## config.mk

```make
export PLATFORM = sky130hd
export DESIGN_NAME = stq_top
export DESIGN_NICKNAME = d
export VERILOG_FILES = /design/src/stq_pkg.sv /design/src/stq_if.sv /design/src/stq_ptr_ctrl.sv /design/src/stq_entry_ctrl.sv /design/src/stq_entry_store.sv /design/src/stq_drain.sv /design/src/stq_top.sv
export VERILOG_INCLUDE_DIRS = /design/src /design/src/src
export SDC_FILE = /design/constraint.sdc
export NUM_CORES = 1
export LEC_CHECK = 0
export BUFFER_PORTS_ARGS = -buffer_cell sky130_fd_sc_hd__buf_4
export CORE_AREA = 2 2 232 234
export DETAILED_ROUTE_END_ITERATION = 8
export DIE_AREA = 0 0 234 236
export HOLD_SLACK_MARGIN = 0.15
export SETUP_SLACK_MARGIN = 0.05
export SLEW_MARGIN = 40
export SYNTH_ARGS = -nofsm -noshare
export SYNTH_HDL_FRONTEND = slang
export SYNTH_SLANG_ARGS = --single-unit
```

## constraint.sdc

```tcl
create_clock -name i_clk -period 5.7 [get_ports i_clk]
set_input_delay 0.57 -clock i_clk [delete_from_list [all_inputs] [get_ports i_clk]]
set_output_delay 0.57 -clock i_clk [all_outputs]
set_load 0.03 [all_outputs]
```

## src/stq_config.svh

```systemverilog
`ifndef STQ_CONFIG_SVH
`define STQ_CONFIG_SVH

// queue geometry
`define STQ_DEPTH     4

// datapath widths
`define STQ_ADDR_W    32
`define STQ_DATA_W    32

// rob commit tag
`define STQ_CMT_ID_W  6

`endif

```

## src/stq_pkg.sv

```systemverilog
`default_nettype none

`include "stq_config.svh"

package stq_pkg;

  localparam int unsigned IDX_W = $clog2(`STQ_DEPTH);
  localparam int unsigned CNT_W = $clog2(`STQ_DEPTH + 1);

  typedef logic [IDX_W-1:0]           stq_idx_t;
  typedef logic [CNT_W-1:0]           stq_cnt_t;
  typedef logic [`STQ_ADDR_W-1:0]     stq_addr_t;
  typedef logic [`STQ_DATA_W-1:0]     stq_data_t;
  typedef logic [`STQ_DATA_W/8-1:0]   stq_be_t;
  typedef logic [`STQ_CMT_ID_W-1:0]   cmt_id_t;

  typedef enum logic [1:0] {
    SIZE_B = 2'd0,
    SIZE_H = 2'd1,
    SIZE_W = 2'd2
  } stq_size_e;

  typedef enum logic [2:0] {
    ST_FREE,
    ST_WAIT_ADDR,
    ST_TLB_HAZ,
    ST_WAIT_COMMIT,
    ST_WAIT_DATA,   // committed without its store data
    ST_COMMIT,
    ST_DEAD
  } stq_state_e;

endpackage

`default_nettype wire

```

## src/stq_if.sv

```systemverilog
`timescale 1ns/100ps
`default_nettype none

// single-cycle pipeline updates into the queue
interface stq_upd_if;

  logic                addr_valid;
  stq_pkg::stq_idx_t   addr_idx;
  stq_pkg::stq_addr_t  addr;
  stq_pkg::stq_size_e  size;
  logic                tlb_miss;
  logic                data_valid;
  stq_pkg::stq_idx_t   data_idx;
  stq_pkg::stq_data_t  data;

  modport ctrl  (input addr_valid, addr_idx, tlb_miss, data_valid, data_idx);
  modport store (input addr_valid, addr_idx, addr, size, data_valid, data_idx, data);

endinterface

// head entry towards the store buffer
interface stq_drain_if;

  stq_pkg::stq_idx_t   head_idx;
  logic                head_commit;
  stq_pkg::stq_addr_t  head_addr;
  stq_pkg::stq_size_e  head_size;
  stq_pkg::stq_data_t  head_data;
  logic                drained;

  modport ctrl  (output head_commit, input drained);
  modport store (input head_idx, output head_addr, head_size, head_data);
  modport drain (input head_commit, head_addr, head_size, head_data, output drained);

endinterface

`default_nettype wire

```

## src/stq_ptr_ctrl.sv

```systemverilog
`timescale 1ns/100ps
`default_nettype none

`include "stq_config.svh"

module stq_ptr_ctrl (
  input  logic               i_clk,
  input  logic               i_reset_n,
  input  logic               i_alloc,
  input  logic               i_retire,
  output stq_pkg::stq_idx_t  o_tail,
  output stq_pkg::stq_idx_t  o_head,
  output logic               o_full
);

  stq_pkg::stq_idx_t  r_head;
  stq_pkg::stq_idx_t  r_tail;
  stq_pkg::stq_cnt_t  r_cnt;

  // pointers wrap on overflow since the depth is a power of two
  always_ff @(posedge i_clk, negedge i_reset_n) begin
    if (!i_reset_n) begin
      r_head <= '0;
      r_tail <= '0;
      r_cnt  <= '0;
    end else begin
      if (i_alloc) begin
        r_tail <= r_tail + 1'b1;
      end
      if (i_retire) begin
        r_head <= r_head + 1'b1;
      end
      case ({i_alloc, i_retire})
        2'b10:   r_cnt <= r_cnt + 1'b1;
        2'b01:   r_cnt <= r_cnt - 1'b1;
        default: r_cnt <= r_cnt;  // idle or both at once
      endcase
    end
  end

  assign o_tail = r_tail;
  assign o_head = r_head;
  assign o_full = (r_cnt == stq_pkg::stq_cnt_t'(`STQ_DEPTH));

endmodule

`default_nettype wire

```

## src/stq_entry_ctrl.sv

```systemverilog
`timescale 1ns/100ps
`default_nettype none

`include "stq_config.svh"

module stq_entry_ctrl (
  input  logic               i_clk,
  input  logic               i_reset_n,

  input  logic               i_alloc,
  input  stq_pkg::stq_idx_t  i_alloc_idx,
  input  stq_pkg::cmt_id_t   i_disp_cmt_id,

  input  logic               i_commit_valid,
  input  stq_pkg::cmt_id_t   i_commit_id,
  input  logic               i_flush,
  input  logic               i_tlb_resolve,

  input  stq_pkg::stq_idx_t  i_head,

  stq_upd_if.ctrl            upd_if,
  stq_drain_if.ctrl          drain_if,

  output logic               o_retire
);

  stq_pkg::stq_state_e  r_state      [`STQ_DEPTH];
  stq_pkg::stq_state_e  w_state_next [`STQ_DEPTH];
  stq_pkg::cmt_id_t     r_cmt_id     [`STQ_DEPTH];
  logic [`STQ_DEPTH-1:0] r_data_rdy;

  logic [`STQ_DEPTH-1:0] w_alloc_hit;
  logic [`STQ_DEPTH-1:0] w_addr_hit;
  logic [`STQ_DEPTH-1:0] w_data_hit;
  logic [`STQ_DEPTH-1:0] w_cmt_hit;
  logic [`STQ_DEPTH-1:0] w_data_ready;
  logic [`STQ_DEPTH-1:0] w_is_head;

  stq_pkg::stq_state_e  w_head_state;

  // ------------------------------
  // per-entry decode
  // ------------------------------
  always_comb begin
    for (int i = 0; i < `STQ_DEPTH; i++) begin
      w_alloc_hit[i]  = i_alloc & (i_alloc_idx == stq_pkg::stq_idx_t'(i));
      w_addr_hit[i]   = upd_if.addr_valid & (upd_if.addr_idx == stq_pkg::stq_idx_t'(i));
      w_data_hit[i]   = upd_if.data_valid & (upd_if.data_idx == stq_pkg::stq_idx_t'(i));
      w_cmt_hit[i]    = i_commit_valid & (i_commit_id == r_cmt_id[i]);
      w_data_ready[i] = r_data_rdy[i] | w_data_hit[i];  // data may land with the commit
      w_is_head[i]    = (i_head == stq_pkg::stq_idx_t'(i));
    end
  end

  // ------------------------------
  // next state
  // ------------------------------
  always_comb begin
    for (int i = 0; i < `STQ_DEPTH; i++) begin
      w_state_next[i] = r_state[i];
      case (r_state[i])
        stq_pkg::ST_FREE: begin
          if (w_alloc_hit[i]) begin
            w_state_next[i] = stq_pkg::ST_WAIT_ADDR;
          end
        end
        stq_pkg::ST_WAIT_ADDR: begin
          if (i_flush) begin
            w_state_next[i] = stq_pkg::ST_DEAD;
          end else if (w_addr_hit[i]) begin
            w_state_next[i] = upd_if.tlb_miss ? stq_pkg::ST_TLB_HAZ : stq_pkg::ST_WAIT_COMMIT;
          end
        end
        stq_pkg::ST_TLB_HAZ: begin
          if (i_flush) begin
            w_state_next[i] = stq_pkg::ST_DEAD;
          end else if (i_tlb_resolve) begin
            w_state_next[i] = stq_pkg::ST_WAIT_ADDR;  // replay the address write
          end
        end
        stq_pkg::ST_WAIT_COMMIT: begin
          if (i_flush) begin
            w_state_next[i] = stq_pkg::ST_DEAD;
          end else if (w_cmt_hit[i]) begin
            w_state_next[i] = w_data_ready[i] ? stq_pkg::ST_COMMIT : stq_pkg::ST_WAIT_DATA;
          end
        end
        stq_pkg::ST_WAIT_DATA: begin
          if (w_data_hit[i]) begin
            w_state_next[i] = stq_pkg::ST_COMMIT;
          end
        end
        stq_pkg::ST_COMMIT: begin
          if (w_is_head[i] & drain_if.drained) begin
            w_state_next[i] = stq_pkg::ST_FREE;
          end
        end
        stq_pkg::ST_DEAD: begin
          if (w_is_head[i]) begin
            w_state_next[i] = stq_pkg::ST_FREE;  // one release per cycle
          end
        end
        default: w_state_next[i] = stq_pkg::ST_FREE;
      endcase
    end
  end

  always_ff @(posedge i_clk, negedge i_reset_n) begin
    if (!i_reset_n) begin
      for (int i = 0; i < `STQ_DEPTH; i++) begin
        r_state[i] <= stq_pkg::ST_FREE;
      end
      r_data_rdy <= '0;
    end else begin
      for (int i = 0; i < `STQ_DEPTH; i++) begin
        r_state[i] <= w_state_next[i];
      end
      r_data_rdy <= (r_data_rdy | w_data_hit) & ~w_alloc_hit;
    end
  end

  always_ff @(posedge i_clk) begin
    for (int i = 0; i < `STQ_DEPTH; i++) begin
      if (w_alloc_hit[i]) begin
        r_cmt_id[i] <= i_disp_cmt_id;
      end
    end
  end

  // head status
  assign w_head_state         = r_state[i_head];
  assign drain_if.head_commit = (w_head_state == stq_pkg::ST_COMMIT);
  assign o_retire             = (w_head_state == stq_pkg::ST_DEAD) |
                                drain_if.head_commit & drain_if.drained;

endmodule

`default_nettype wire

```

## src/stq_entry_store.sv

```systemverilog
`timescale 1ns/100ps
`default_nettype none

`include "stq_config.svh"

module stq_entry_store (
  input  logic        i_clk,
  input  logic        i_reset_n,
  stq_upd_if.store    upd_if,
  stq_drain_if.store  drain_if
);

  stq_pkg::stq_addr_t  r_addr [`STQ_DEPTH];
  stq_pkg::stq_size_e  r_size [`STQ_DEPTH];
  stq_pkg::stq_data_t  r_data [`STQ_DEPTH];

  // size feeds the byte-enable decode
  always_ff @(posedge i_clk, negedge i_reset_n) begin
    if (!i_reset_n) begin
      for (int i = 0; i < `STQ_DEPTH; i++) begin
        r_size[i] <= stq_pkg::SIZE_B;
      end
    end else if (upd_if.addr_valid) begin
      r_size[upd_if.addr_idx] <= upd_if.size;
    end
  end

  // rewritten on a tlb replay
  always_ff @(posedge i_clk) begin
    if (upd_if.addr_valid) begin
      r_addr[upd_if.addr_idx] <= upd_if.addr;
    end
  end

  always_ff @(posedge i_clk) begin
    if (upd_if.data_valid) begin
      r_data[upd_if.data_idx] <= upd_if.data;
    end
  end

  // ------------------------------
  // head read port
  // ------------------------------
  assign drain_if.head_addr = r_addr[drain_if.head_idx];
  assign drain_if.head_size = r_size[drain_if.head_idx];
  assign drain_if.head_data = r_data[drain_if.head_idx];

endmodule

`default_nettype wire

```

## src/stq_drain.sv

```systemverilog
`timescale 1ns/100ps
`default_nettype none

`include "stq_config.svh"

module stq_drain (
  stq_drain_if.drain          drain_if,
  input  logic                i_stb_ready,
  output logic                o_stb_valid,
  output stq_pkg::stq_addr_t  o_stb_addr,
  output stq_pkg::stq_be_t    o_stb_be,
  output stq_pkg::stq_data_t  o_stb_data
);

  localparam int unsigned OFS_W = $clog2(`STQ_DATA_W / 8);

  logic [OFS_W-1:0]   w_ofs;
  stq_pkg::stq_be_t   w_be;

  assign w_ofs = drain_if.head_addr[OFS_W-1:0];

  // ------------------------------
  // byte lanes
  // ------------------------------
  always_comb begin
    case (drain_if.head_size)
      stq_pkg::SIZE_B: begin
        w_be = stq_pkg::stq_be_t'(1) << w_ofs;
      end
      stq_pkg::SIZE_H: begin
        w_be = stq_pkg::stq_be_t'(2'b11) << {w_ofs[OFS_W-1:1], 1'b0};  // halfword aligned
      end
      default: begin
        w_be = '1;
      end
    endcase
  end

  assign o_stb_valid = drain_if.head_commit;
  assign o_stb_addr  = {drain_if.head_addr[`STQ_ADDR_W-1:OFS_W], {OFS_W{1'b0}}};
  assign o_stb_be    = w_be;
  assign o_stb_data  = drain_if.head_data << {w_ofs, 3'b000};  // move into its byte lane

  // accept edge
  assign drain_if.drained = drain_if.head_commit & i_stb_ready;

endmodule

`default_nettype wire

```

## src/stq_top.sv

```systemverilog
`timescale 1ns/100ps
`default_nettype none

module stq_top (
  input  logic                i_clk,
  input  logic                i_reset_n,

  // dispatch
  input  logic                i_disp_valid,
  input  stq_pkg::cmt_id_t    i_disp_cmt_id,
  output logic                o_disp_ready,
  output stq_pkg::stq_idx_t   o_disp_idx,

  // address update
  input  logic                i_addr_valid,
  input  stq_pkg::stq_idx_t   i_addr_idx,
  input  stq_pkg::stq_addr_t  i_addr,
  input  stq_pkg::stq_size_e  i_size,
  input  logic                i_tlb_miss,
  input  logic                i_tlb_resolve,

  // store data
  input  logic                i_data_valid,
  input  stq_pkg::stq_idx_t   i_data_idx,
  input  stq_pkg::stq_data_t  i_data,

  // commit and flush
  input  logic                i_commit_valid,
  input  stq_pkg::cmt_id_t    i_commit_id,
  input  logic                i_flush,

  // store buffer
  output logic                o_stb_valid,
  output stq_pkg::stq_addr_t  o_stb_addr,
  output stq_pkg::stq_be_t    o_stb_be,
  output stq_pkg::stq_data_t  o_stb_data,
  input  logic                i_stb_ready
);

  logic               w_alloc;
  logic               w_retire;
  logic               w_full;
  stq_pkg::stq_idx_t  w_tail;
  stq_pkg::stq_idx_t  w_head;

  stq_upd_if    upd_if ();
  stq_drain_if  drain_if ();

  // ------------------------------
  // pipeline updates
  // ------------------------------
  assign upd_if.addr_valid = i_addr_valid;
  assign upd_if.addr_idx   = i_addr_idx;
  assign upd_if.addr       = i_addr;
  assign upd_if.size       = i_size;
  assign upd_if.tlb_miss   = i_tlb_miss;
  assign upd_if.data_valid = i_data_valid;
  assign upd_if.data_idx   = i_data_idx;
  assign upd_if.data       = i_data;

  assign w_alloc           = i_disp_valid & o_disp_ready;
  assign o_disp_ready      = ~w_full;
  assign o_disp_idx        = w_tail;
  assign drain_if.head_idx = w_head;

  stq_ptr_ctrl u_ptr_ctrl (
    .i_clk     (i_clk),
    .i_reset_n (i_reset_n),
    .i_alloc   (w_alloc),
    .i_retire  (w_retire),
    .o_tail    (w_tail),
    .o_head    (w_head),
    .o_full    (w_full)
  );

  stq_entry_ctrl u_entry_ctrl (
    .i_clk          (i_clk),
    .i_reset_n      (i_reset_n),
    .i_alloc        (w_alloc),
    .i_alloc_idx    (w_tail),
    .i_disp_cmt_id  (i_disp_cmt_id),
    .i_commit_valid (i_commit_valid),
    .i_commit_id    (i_commit_id),
    .i_flush        (i_flush),
    .i_tlb_resolve  (i_tlb_resolve),
    .i_head         (w_head),
    .upd_if         (upd_if.ctrl),
    .drain_if       (drain_if.ctrl),
    .o_retire       (w_retire)
  );

  stq_entry_store u_entry_store (
    .i_clk     (i_clk),
    .i_reset_n (i_reset_n),
    .upd_if    (upd_if.store),
    .drain_if  (drain_if.store)
  );

  stq_drain u_drain (
    .drain_if    (drain_if.drain),
    .i_stb_ready (i_stb_ready),
    .o_stb_valid (o_stb_valid),
    .o_stb_addr  (o_stb_addr),
    .o_stb_be    (o_stb_be),
    .o_stb_data  (o_stb_data)
  );

endmodule

`default_nettype wire

```

Word level (Yosys, flattened, before mapping)
Memory sizes are Yosys's and may differ from the RTL's. Index checks and enable logic that the tools add are counted.

Mux-type cells: 75. Add/sub/neg operators: 4. $lt $le $gt $ge: 3. Eq/ne operators: 74. Bitwise gates (word level): 34. Reductions and logical operators: 18. Shift-type cells: 3.

Operators by type and width (count): $mux 3 (36); $pmux 3 s7 (4); $eq 3x3->1 const B (15); $ne 2x1->1 const B (16); $shl 32x5->32 (1); $reduce_and 7->1 (4); $eq 3x2->1 const B (8); $eq 6x6->1 (4); $ne 3x2->1 const B (8); $and 1x1->1 (23); $mux 1 (20); $eq 2x2->1 const B (9); $mux 6 (3); $reduce_or 6->1 (3); $eq 2x1->1 const B (6); $eq 3x1->1 const B (4); $logic_not 3->1 (4); $mux 2 (6); $ne 3x3->1 const B (4); $logic_not 2->1 (5); $bwmux 8 (1); $pmux 4 s2 (1); $bmux 3 s2 (1); $ge 3x3->1 const B (2); 17 further kinds (23).

Output and inout port bits: 72. Memories kept: 3. Memory bits (writable): 280. Input port bits: 92. Register bits after elaboration: 31.

Memory list: u_entry_store.r_addr (words 4, bits a word 32, read ports 1, clocked after memory_dff 0, write ports 1, RTL line stq_entry_store.sv:13) `` stq_pkg::stq_addr_t r_addr [`STQ_DEPTH]; ``; u_entry_store.r_data (words 4, bits a word 32, read ports 1, clocked after memory_dff 0, write ports 1, RTL line stq_entry_store.sv:15) `` stq_pkg::stq_data_t r_data [`STQ_DEPTH]; ``; u_entry_ctrl.r_cmt_id (words 4, bits a word 6, read ports 4, clocked after memory_dff 0, write ports 1, RTL line stq_entry_ctrl.sv:29) `` stq_pkg::cmt_id_t r_cmt_id [`STQ_DEPTH]; ``.

Logic depth before layout (Yosys ltp)
Gate-level depths: netlist (run 1).

Depth after elaboration: 10. Depth in mapped cells: 12.

By module
A second synthesis (run 1) with hierarchy kept.

Cells, all modules: 727. Area, all modules: 13188.9 µm².

Modules (own cells, without submodules): stq_entry_store (instances 1, sequential area each 7887.6 µm², area an instance 9634.2 µm², cells an instance 363); stq_entry_ctrl (instances 1, sequential area each 1121.1 µm², area an instance 2384.8 µm², cells an instance 231); stq_drain (instances 1, sequential area each 0.0 µm², area an instance 848.3 µm², cells an instance 106); stq_ptr_ctrl (instances 1, sequential area each 175.2 µm², area an instance 311.5 µm², cells an instance 25); stq_top (instances 1, sequential area each 0.0 µm², area an instance 10.0 µm², cells an instance 2).

Worst setup path before layout (run 1)
OpenSTA, ideal clock, no wires.

Path kind: in2reg. Start point: input port i_data_idx[0]. End point: register u_entry_ctrl.r_state[9] in the netlist's numbering. Data required time: 5576 ps. Stages: 5. Path slack: 1562 ps. Library setup time: 124 ps. Data arrival time: 4014 ps. Path through: nor3b_1 > o32a_1 > o211ai_1 > nand2b_1 > a211o_1.

Longest elaborated chain between the ends: 7. Elaborated cells between the ends (all ways): 9. Those cells by class: 1 x eq/ne; 4 x mux; 2 x bitwise; 2 x reduce/logical.

Ends and longest elaborated chain: start: declaration (RTL line stq_top.sv:24) `input stq_pkg::stq_idx_t i_data_idx,`; $logic_not 2->1 (*) (RTL line stq_entry_ctrl.sv:48) `w_data_hit[i] = upd_if.data_valid & (upd_if.data_idx == stq_pkg::stq_idx_t'(i));`; $and 1x1->1 (*) (RTL line stq_entry_ctrl.sv:48); $or 1x1->1 (RTL line stq_entry_ctrl.sv:50) `w_data_ready[i] = r_data_rdy[i] | w_data_hit[i];`; $mux 1 (RTL line stq_entry_ctrl.sv:85) `w_state_next[i] = w_data_ready[i] ? stq_pkg::ST_COMMIT : stq_pkg::ST_WAIT_DATA;`; $mux 3 (RTL line stq_entry_ctrl.sv:84) `end else if (w_cmt_hit[i]) begin`; $mux 3 (RTL line stq_entry_ctrl.sv:82) `if (i_flush) begin`; $pmux 3 s7 (RTL line stq_entry_ctrl.sv:61) `case (r_state[i])`; end signal: indexed assignment (RTL line stq_entry_ctrl.sv:111) `r_state[i] <= stq_pkg::ST_FREE;`; end signal: indexed assignment (RTL line stq_entry_ctrl.sv:116) `r_state[i] <= w_state_next[i];`; end: declaration (RTL line stq_entry_ctrl.sv:27) `` stq_pkg::stq_state_e r_state [`STQ_DEPTH]; ``.

Every way passes the cells marked *; elsewhere a longest branch is shown, timed or not. The select of a mux whose other input is x is not followed. A chain may end at the register's enable or synchronous reset.

Worst setup path in the final report (run 1)
Start point: register u_ptr_ctrl.r_head[1] (netlist: u_ptr_ctrl.o_head[1]). End point: output port o_stb_data[22].

Longest elaborated chain between the ends: 2. Elaborated cells between the ends (all ways): 3. Those cells by class: 1 x shift; 2 x memory.

Ends and longest elaborated chain: start: declaration (RTL line stq_ptr_ctrl.sv:16) `stq_pkg::stq_idx_t r_head;`; start signal: assignment (RTL line stq_ptr_ctrl.sv:31) `r_head <= r_head + 1'b1;`; $mem_v2 4x32 (on tied branches); $shl 32x5->32 (*) (RTL line stq_drain.sv:42) `assign o_stb_data = drain_if.head_data << {w_ofs, 3'b000};`; end: declaration (RTL line stq_top.sv:36) `output stq_pkg::stq_data_t o_stb_data,`.

Every way passes the cells marked *; elsewhere a longest branch is shown, timed or not.

==> results, run 1 <==
- The share of the Yosys chip area taken by registers is 0.705.
- Yosys attributes the largest share of cell area to edfxtp_1 65%, mux4_2 12%, dfrtp_1 6.0%.
- The total of max-cap violations is 0.
- The core area is 53100 um^2.
- The largest single stage delay on the critical path is about 0.79 ns.
- For this block, the initial DRC count from the detailed router was 428.
- The worst min-delay path endpoint is u_entry_store.r_data[1][5]$_DFFE_PP_.
- In this run the cell area of the synthesized design comes to approximately 13000 um^2.
- Wires add up to roughly 31 mm.
- The clock root buffer is clkbuf_16.
- The number of distinct standard cells referenced by the synthesized netlist is 67.
- Synthesis produced a netlist whose cell count is roughly 740.
- VDD sags by at most between 0.0002 and 0.0003 V.
- Counting cells, the worst reg-to-reg path comes to 11.
- In this run the count of I/O pins placed on the die edge is around 160.
- The pin count of the biggest net entering global routing is 40.
- The startpoint identified for the worst register-to-register timing path is u_ptr_ctrl.o_head[1]$_DFFE_PN0N_.
- The congestion estimate from routability-driven global placement came to 0.749.
- In this run, CTS created clock tree buffers numbering 37.
- The number of port buffers is 161.
- The via density per instance is 4.36.
- The final setup skew is 0.0202 ns.
- The initial antenna violation count is 3.
- The standby leakage power is ~0.0057 uW.
- The setup slack on the worst flop-to-flop path is ~2.3 ns.
- 0 antenna diodes ended up in the layout.
- In this run the vertical extent of the chip is between 200 and 250 um.
- The critical path is of the reg -> out type.
- At the pin with the least slew margin, the transition time is approximately 0.7 ns.
- The final worst-path cycle share is 0.659.
- The average wire per cell in the routed design is 19.0 um.
- The endpoint class of the critical path is an output port.
- The area of placed instances is 15000 um^2.
- The number of cell rows is 85.
- Setup repair after global routing left no endpoint under its margin.
- The slowest stage of the critical path is the dfrtp_4 cell.
- The synthesized design contains 280 enable-type register cells.
- The cell repeated most along the worst path is buf_4.
- The effective utilization at floorplan is 0.245.
- The number of search-and-repair iterations in the first detailed-routing pass is 6.
- The required time reported for the critical path endpoint is 5.13 ns.
- The source of the worst hold timing path is i_data[5].
- During synthesis, Yosys emitted a total of 0 warnings.
- Once detail routing completed, the nets flagged for antenna violations numbered 0.
- The category of the worst setup path launch point is a register.
- Along the worst path, the maximum fanout reaches 37.
- Of all cell types, the one taking the most synthesized area is edfxtp_1.
- The final HPWL from detailed placement is roughly 20 mm.
- The H-tree generated during clock tree synthesis spans 2 levels.
- The horizontal die dimension is between 200 and 250 um.
- In the final layout, the share of cells above drive strength 1 is 0.339.
- The critical path goes through mux4_2, buf_4, nor2b_1, nand2_1, o21ai_0, buf_4.
- STA puts the critical path data arrival time at about 3.2 ns.
- The utilization after layout is 0.305.
- The sink count of the clock tree is approximately 310.
- The final route contains 7099 vias.
- The endpoint identified for the worst register-to-register timing path is u_ptr_ctrl.r_cnt[2]$_DFFE_PN0P_.
- The number of endpoints with negative hold slack in the final report is 0.
- The wire length of the first global-routing pass is ~47 mm.
- The area of the die is between 50000 and 60000 um^2.
- After synthesis, the share of flip-flops with an asynchronous set or reset is 0.0997.
- The tightest min-delay check is of the in -> reg type.
- The number of setup violations in the final report is 0.
- The maximum root-to-sink buffer count is 3.
- The clock latency on the worst-skew pair is ~0.54 ns.
- TritonCTS built the clock tree.
- The final sum of negative setup slack is 0 ns.
- A synthesized cell averages ~18 um^2.
- For this run, the top clock speed supported by timing is ~270 MHz.
- The max-slew headroom at the worst pin is 0.519.
- The worst hold slack is 0.226 ns.
- After clock tree synthesis, the clock-pin slew on the worst setup and hold paths is about 0.060 ns.
- The total global routing track utilization is 0.112.
- Among all flip-flop cells after synthesis, the most frequent one is edfxtp_1.
- The time the final worst path needs with I/O delays and setup is around 3.8 ns.
- The via count of the first global-routing pass is ~7.5k.
- The run finished with clean final reports.
- The number of flip-flops and latches in the synthesized netlist is around 310.
- The number of design rule violations left after detail routing is 0.
- The number of max-slew violations in the final report is 0.
- The finished cells cover 16200 um^2.
- The area growth from synthesis to layout is 24.4%.
- Counting instances, the worst hold path has a depth of 1.
- Power spread over the standard cell area amounts to around 530 nW/um^2.
- The area share of the leading cell type in the synthesized netlist is 0.645.
- Global routing finished with a remaining overflow of 0.
- The layout net count is about 1.0k.
## cells in the mapped netlist, types with 3 or more instances
cell,count
dfrtp_1,31
o21bai_1,3
ha_1,9
buf_1,3
mux2_2,6
nor2b_1,12
a211oi_1,9
xor2_1,8
nand2_1,24
a21oi_1,20
a211o_1,4
inv_1,21
nand2b_1,6
xnor2_1,21
edfxtp_1,280
nor3b_1,4
nor3_1,5
o22ai_1,3
mux4_2,67
nand4_1,3
a21o_1,4
nor2_1,36
nand3_1,8
a31oi_1,6
buf_2,10
and3_1,6
mux2i_1,21
and2_1,10
clkbuf_1,23
buf_4,5
o21ai_0,26
## state kept, by name (all words and copies together), names as in the netlist
| register | cells |
|---|---|
| u_entry_store.r_addr | 128 |
| u_entry_store.r_data | 128 |
| u_entry_ctrl.r_cmt_id | 24 |
| u_entry_ctrl.r_state | 12 |
| u_entry_store.r_size | 8 |
| u_entry_ctrl.r_data_rdy | 4 |
| u_ptr_ctrl.r_cnt | 3 |
| u_ptr_ctrl.o_head | 2 |
| u_ptr_ctrl.o_tail | 2 |
## worst max-delay path by stage
stage                                           startpoint                                  end  slack, ns  cells past startpoint
after floorplan                              i_data_idx[0]  u_entry_ctrl.r_state[9]$_DFFE_PN0P_       1.56                      5
after global placement    u_ptr_ctrl.o_head[1]$_DFFE_PN0N_      u_ptr_ctrl.r_cnt[2]$_DFFE_PN0P_       2.32                     11
after detailed placement  u_ptr_ctrl.o_head[1]$_DFFE_PN0N_      u_ptr_ctrl.r_cnt[2]$_DFFE_PN0P_       2.34                     11
after CTS                 u_ptr_ctrl.o_head[1]$_DFFE_PN0N_                       o_stb_data[16]       1.84                      5
after global routing      u_ptr_ctrl.o_head[1]$_DFFE_PN0N_                       o_stb_data[16]       1.64                      5
final                     u_ptr_ctrl.o_head[1]$_DFFE_PN0N_                       o_stb_data[22]       1.95                      6
## layout make-up
cell class | instances | area (um^2)
clock buffers | 43 | 968
clock inverters | 21 | 193
fillers | 5156 | 36900
inverters | 21 | 78.8
multi-input cells | 366 | 3590
flip-flops and latches | 311 | 9190
well taps | 696 | 871
repair buffers | 172 | 1310
## critical path, delay by kind of cell (launching register included)
| family | cells | cell delay (ns) |
|---|---|---|
| buf+inv | 2 | 0.50 |
| mux | 1 | 0.56 |
| simple gates | 2 | 0.65 |
| flops | 1 | 0.79 |
| compound gates | 1 | 0.11 |
## cells by family after synthesis
kind of cell	synth area share
AO/OA/AOI/OAI	0.0502
XOR/XNOR	0.0195
adder cells (fa/ha/maj)	0.0102
buffers and inverters	0.0211
flip-flops	0.705
multiplexers	0.142
other	0.000288
AND/OR/NAND/NOR	0.0516
## through the flow
step	power (uW)	setup WS, ns	cells
global placement	6310	2.32	1564
finish	8530	1.95	1630
CTS	8650	1.84	1629
global route	9000	1.64	1630
detailed placement	6350	2.34	1564
floorplan	5280	1.56	740
## layout by cell type (no fill, tap or decap), drive strengths merged, types with 4 or more instances in the layout
cell    netlist  final
nor3          5      5
a31oi         6      6
dfrtp        31     31
o21ai        26     26
a21o          4      4
and2         10     10
xor2          8      8
nand2        24     24
ha            9      9
edfxtp      280    280
a211o         4      4
and3          6      6
mux2          9      9
mux2i        21     21
buf          19    171
a21oi        20     20
clkinv        0     14
inv          21     26
nor2b        12     12
nand3         8      8
nand2b        6      6
clkbuf       23     43
mux4         68     68
xnor2        21     21
nor2         36     36
a211oi        9      9
nor3b         5      5
## power breakdown
part / total, uW / internal, uW / switching, uW / leakage [uW]
logic: 3290 / 1400 / 1900 / 0.00219
registers: 2980 / 2730 / 253 / 0.00294
clock network: 2260 / 1320 / 939 / 0.000577
total: 8530 / 5450 / 3090 / 0.00570
## layer usage
layer / global-route usage / vias to the layer above / routed length [um]
li1: - / 3261 / -
met1: 0.147 / 3624 / 13600
met2: 0.180 / 158 / 14800
met3: 0.0311 / 52 / 1720
met4: 0.0364 / 4 / 780
met5: 0 / - / 29
## timing repair
item / 4_1_cts / 5_1_grt
gates resized for setup: 0 / 0
setup buffers: 0 / 0
hold buffers: 1 / 0
endpoints found under the hold margin: 31 / 0
(Power assumes the default switching activity.)
==> run 2, diff against run 1 <==
Clock period 5.7 ns to 3.3 ns, I/O delays scaled along.
==> results, run 2 (same netlist as run 1, synthesis figures left out) <==
- The post-placement cell count came to 1570 (+0.38%).
- The I/O pin count is 164 (unchanged).
- The worst setup path is launched from a register.
- The total of max-cap violations is 0 (unchanged).
- The clock latency on the worst-skew pair is 0.53 ns (about the same).
- The TritonCTS clock tree is yes.
- The setup slack on the worst flop-to-flop path is 0.57 ns (-1.76 ns).
- The via count of the first global-routing pass is 7733 (+3.7%).
- The cell repeated most along the worst path is buf_4.
- The cell sitting at the root of the clock tree is a clkbuf_16.
- Timing would allow up to approximately 330 MHz.
- The required time reported for the critical path endpoint is 2.97 ns (-2.16 ns).
- The pin count of the biggest net entering global routing is 37 (-7.5%).
- The critical path in this run is classified as reg -> out.
- The effective utilization at floorplan was 0.245 (unchanged).
- The library cell used most frequently in the layout, excluding fill and tap cells, is edfxtp_1.
- In this design, the largest share of critical-path delay is due to buffers and inverters.
- The final sum of negative setup slack was 0 ns (unchanged).
- The number of max-slew violations in the final report came to 0 (unchanged).
- The final setup skew was 0.0137 ns (-0.00651 ns).
- The power density relative to cell area is 873 nW/um^2 (+66%).
- The average wire per cell in the routed design is 18.1 um (-4.9%).
- The via density per instance came to 4.39 (+0.72%).
- The number of search-and-repair iterations in the first detailed-routing pass is 5 (-1).
- In this run the worst hold path is classified as in -> reg.
- The critical path's largest stage delay is 0.56 ns (-0.23 ns).
- The total wire length came to 30.9 mm (about the same).
- The number of setup violations in the final report is 0 (unchanged).
- The final non-filler cell total is 1713 (+5.1%).
- Leaving out fill and tap cells, the most frequent cells in the layout are 280 x edfxtp_1, 178 x buf_4, 75 x dlygate4sd3_1.
- The total CTS buffers came to 36 (-2.7%).
- The number of endpoints with negative hold slack in the final report is 0 (unchanged).
- The data arrival at the endpoint of the critical path came to 2.72 ns (-0.46 ns).
- The final HPWL from detailed placement is 20.1 mm (-0.31%).
- The initial antenna violation count is 2 (-1).
- The filler cell count came to 5129 (-0.52%).
- In the final layout, the registers with the most flip-flops are u_entry_store.r_addr: 128 flops, u_entry_store.r_data: 128 flops, u_entry_ctrl.r_cmt_id: 24 flops.
- The number of design rule violations left after detail routing came to 0 (unchanged).
- The area of placed instances came to 15100 um^2 (+0.37%).
- The count of buffering cells on the critical path with inverters included is 2 (unchanged).
- The layout net count is 1092 (+8.0%).
- The sink count of the clock tree was 311 (unchanged).
- The flow ran to the end, and the final reports show no timing, DRC or antenna violations.
- The final instance area is 17000 um^2 (+5.0%).
- The highest fanout seen on the critical path is 34 (-8.1%).
- The maximum root-to-sink buffer count is 3 (unchanged).
- Walking the worst path, the cells encountered are buf_4, mux4_2, nor2b_1, a211oi_1, a21oi_1, buf_4.
- The horizontal die dimension was 234 um (unchanged).
- The standby leakage power is 0.00607 uW (+6.5%).
- The number of port buffers is 161 (unchanged).
- The fraction of final layout cells with drive strength greater than 1 is 0.320 (-0.0198).
- The maximum VDD drop is 0.000430 V (+66%).
- The area growth from synthesis to layout is 30.7%.
- The number of DRC markers in iteration 0 is 455 (+6.3%).
- The time the final worst path needs with I/O delays and setup is 3.05 ns.
- The routed via count is 7514 (+5.8%).
- The number of cell rows is 85 (unchanged).
- The critical-path cell with the highest stage delay is dfrtp_4.
- The routability congestion estimate is 0.777 (+3.6%).
- The clock slew at the register clock pins of the worst setup and hold paths is 0.06 ns (about the same).
- The measured slew at the worst slew-check pin is 0.608 ns (-0.114 ns).
- The total global routing track utilization is 0.112 (-0.000439).
- In the finished design, the share of the clock period the worst path needs comes to 0.926.
- The number of H-tree branching levels is 2 (unchanged).
- The count of antenna-violating nets left after detailed routing is 0 (unchanged).
- The final global-route overflow total is 0 (unchanged).
- Setup repair after global routing left no endpoint under its margin.
- The total inserted antenna cells is 0 (unchanged).
- The max-slew headroom at the worst pin is 0.595 (+0.0758).
- The wire length of the first global-routing pass is 47.0 mm (+0.76%).
- The area of the die is 55200 um^2 (unchanged).
- The core area is 53100 um^2 (unchanged).
- The endpoint class of the critical path is an output port.
- The overall die height is 236 um (unchanged).
run 2: report_power, final:
part	switching [uW]	internal (uW)	total, uW	leakage (uW)
Sequential	386	4710	5100	0.00294
Clock	1580	2330	3910	0.000577
Combinational	3350	2510	5860	0.00256
run 2: worst reg2reg max path, stage by stage, from the launching register on:
cell and delay [ns]:
dfrtp_4 0.51, buf_4 0.24, mux4_1 0.59, nor2b_1 0.15, o31ai_2 0.10, inv_1 0.07
ha_1 0.16, inv_1 0.06, fa_1 0.37, xor2_1 0.15, nor2_1 0.11, xor2_1 0.14
run 2: metal layers:
layer | global-route usage | routed length [um] | vias to the layer above
li1 | - | - | 3433
met1 | 0.148 | 13900 | 3879
met2 | 0.184 | 14900 | 157
met3 | 0.0237 | 1440 | 45
met4 | 0.0347 | 748 | 0
met5 | 0 | 0 | -
run 2: timing repair:
item / in CTS / in global routing
gates resized for setup: 1 / 1
setup buffers: 0 / 3
hold buffers: 75 / 0
hold endpoints to repair: 320 / 0
endpoints found under the setup margin: 8 / 8
run 2: per-stage QoR:
stage	hold WS, ns	utilization	total power (uW)	setup slack (ns)
floorplan	0.0344	-	9120	0.497
global placement	0.307	0.284	10900	0.612
detailed placement	0.309	0.284	11000	0.582
CTS	0.200	0.320	15100	0.0983
global route	0.258	0.321	15700	0.0844
finish	0.240	0.321	14900	0.245
run 2: final cells by class:
cell class	instances	area, um^2	share of cell area
Clock buffer	50	1020	0.0597
Clock inverter	15	158	0.00926
Inverter	21	78.8	0.00463
Multi-Input combinational cell	366	3590	0.211
Sequential cell	311	9190	0.540
Tap cell	696	871	0.0512
Timing Repair Buffer	254	2110	0.124
run 2: worst paths after layout:
kind,startpoint,to,depth (start not counted)
worst max register to register,u_ptr_ctrl.o_head[0]$_DFFE_PN0N_,u_ptr_ctrl.r_cnt[2]$_DFFE_PN0P_,11
worst min register to register,u_ptr_ctrl.r_cnt[2]$_DFFE_PN0P_,u_ptr_ctrl.r_cnt[2]$_DFFE_PN0P_,1
worst max-delay path,u_ptr_ctrl.o_head[1]$_DFFE_PN0N_,o_stb_data[28],6
max in group asynchronous,i_reset_n,u_ptr_ctrl.o_head[0]$_DFFE_PN0N_,2
worst min-delay path,i_tlb_resolve,u_entry_ctrl.r_state[7]$_DFFE_PN0P_,4
min in group asynchronous,i_reset_n,u_ptr_ctrl.o_tail[0]$_DFFE_PN0P_,2
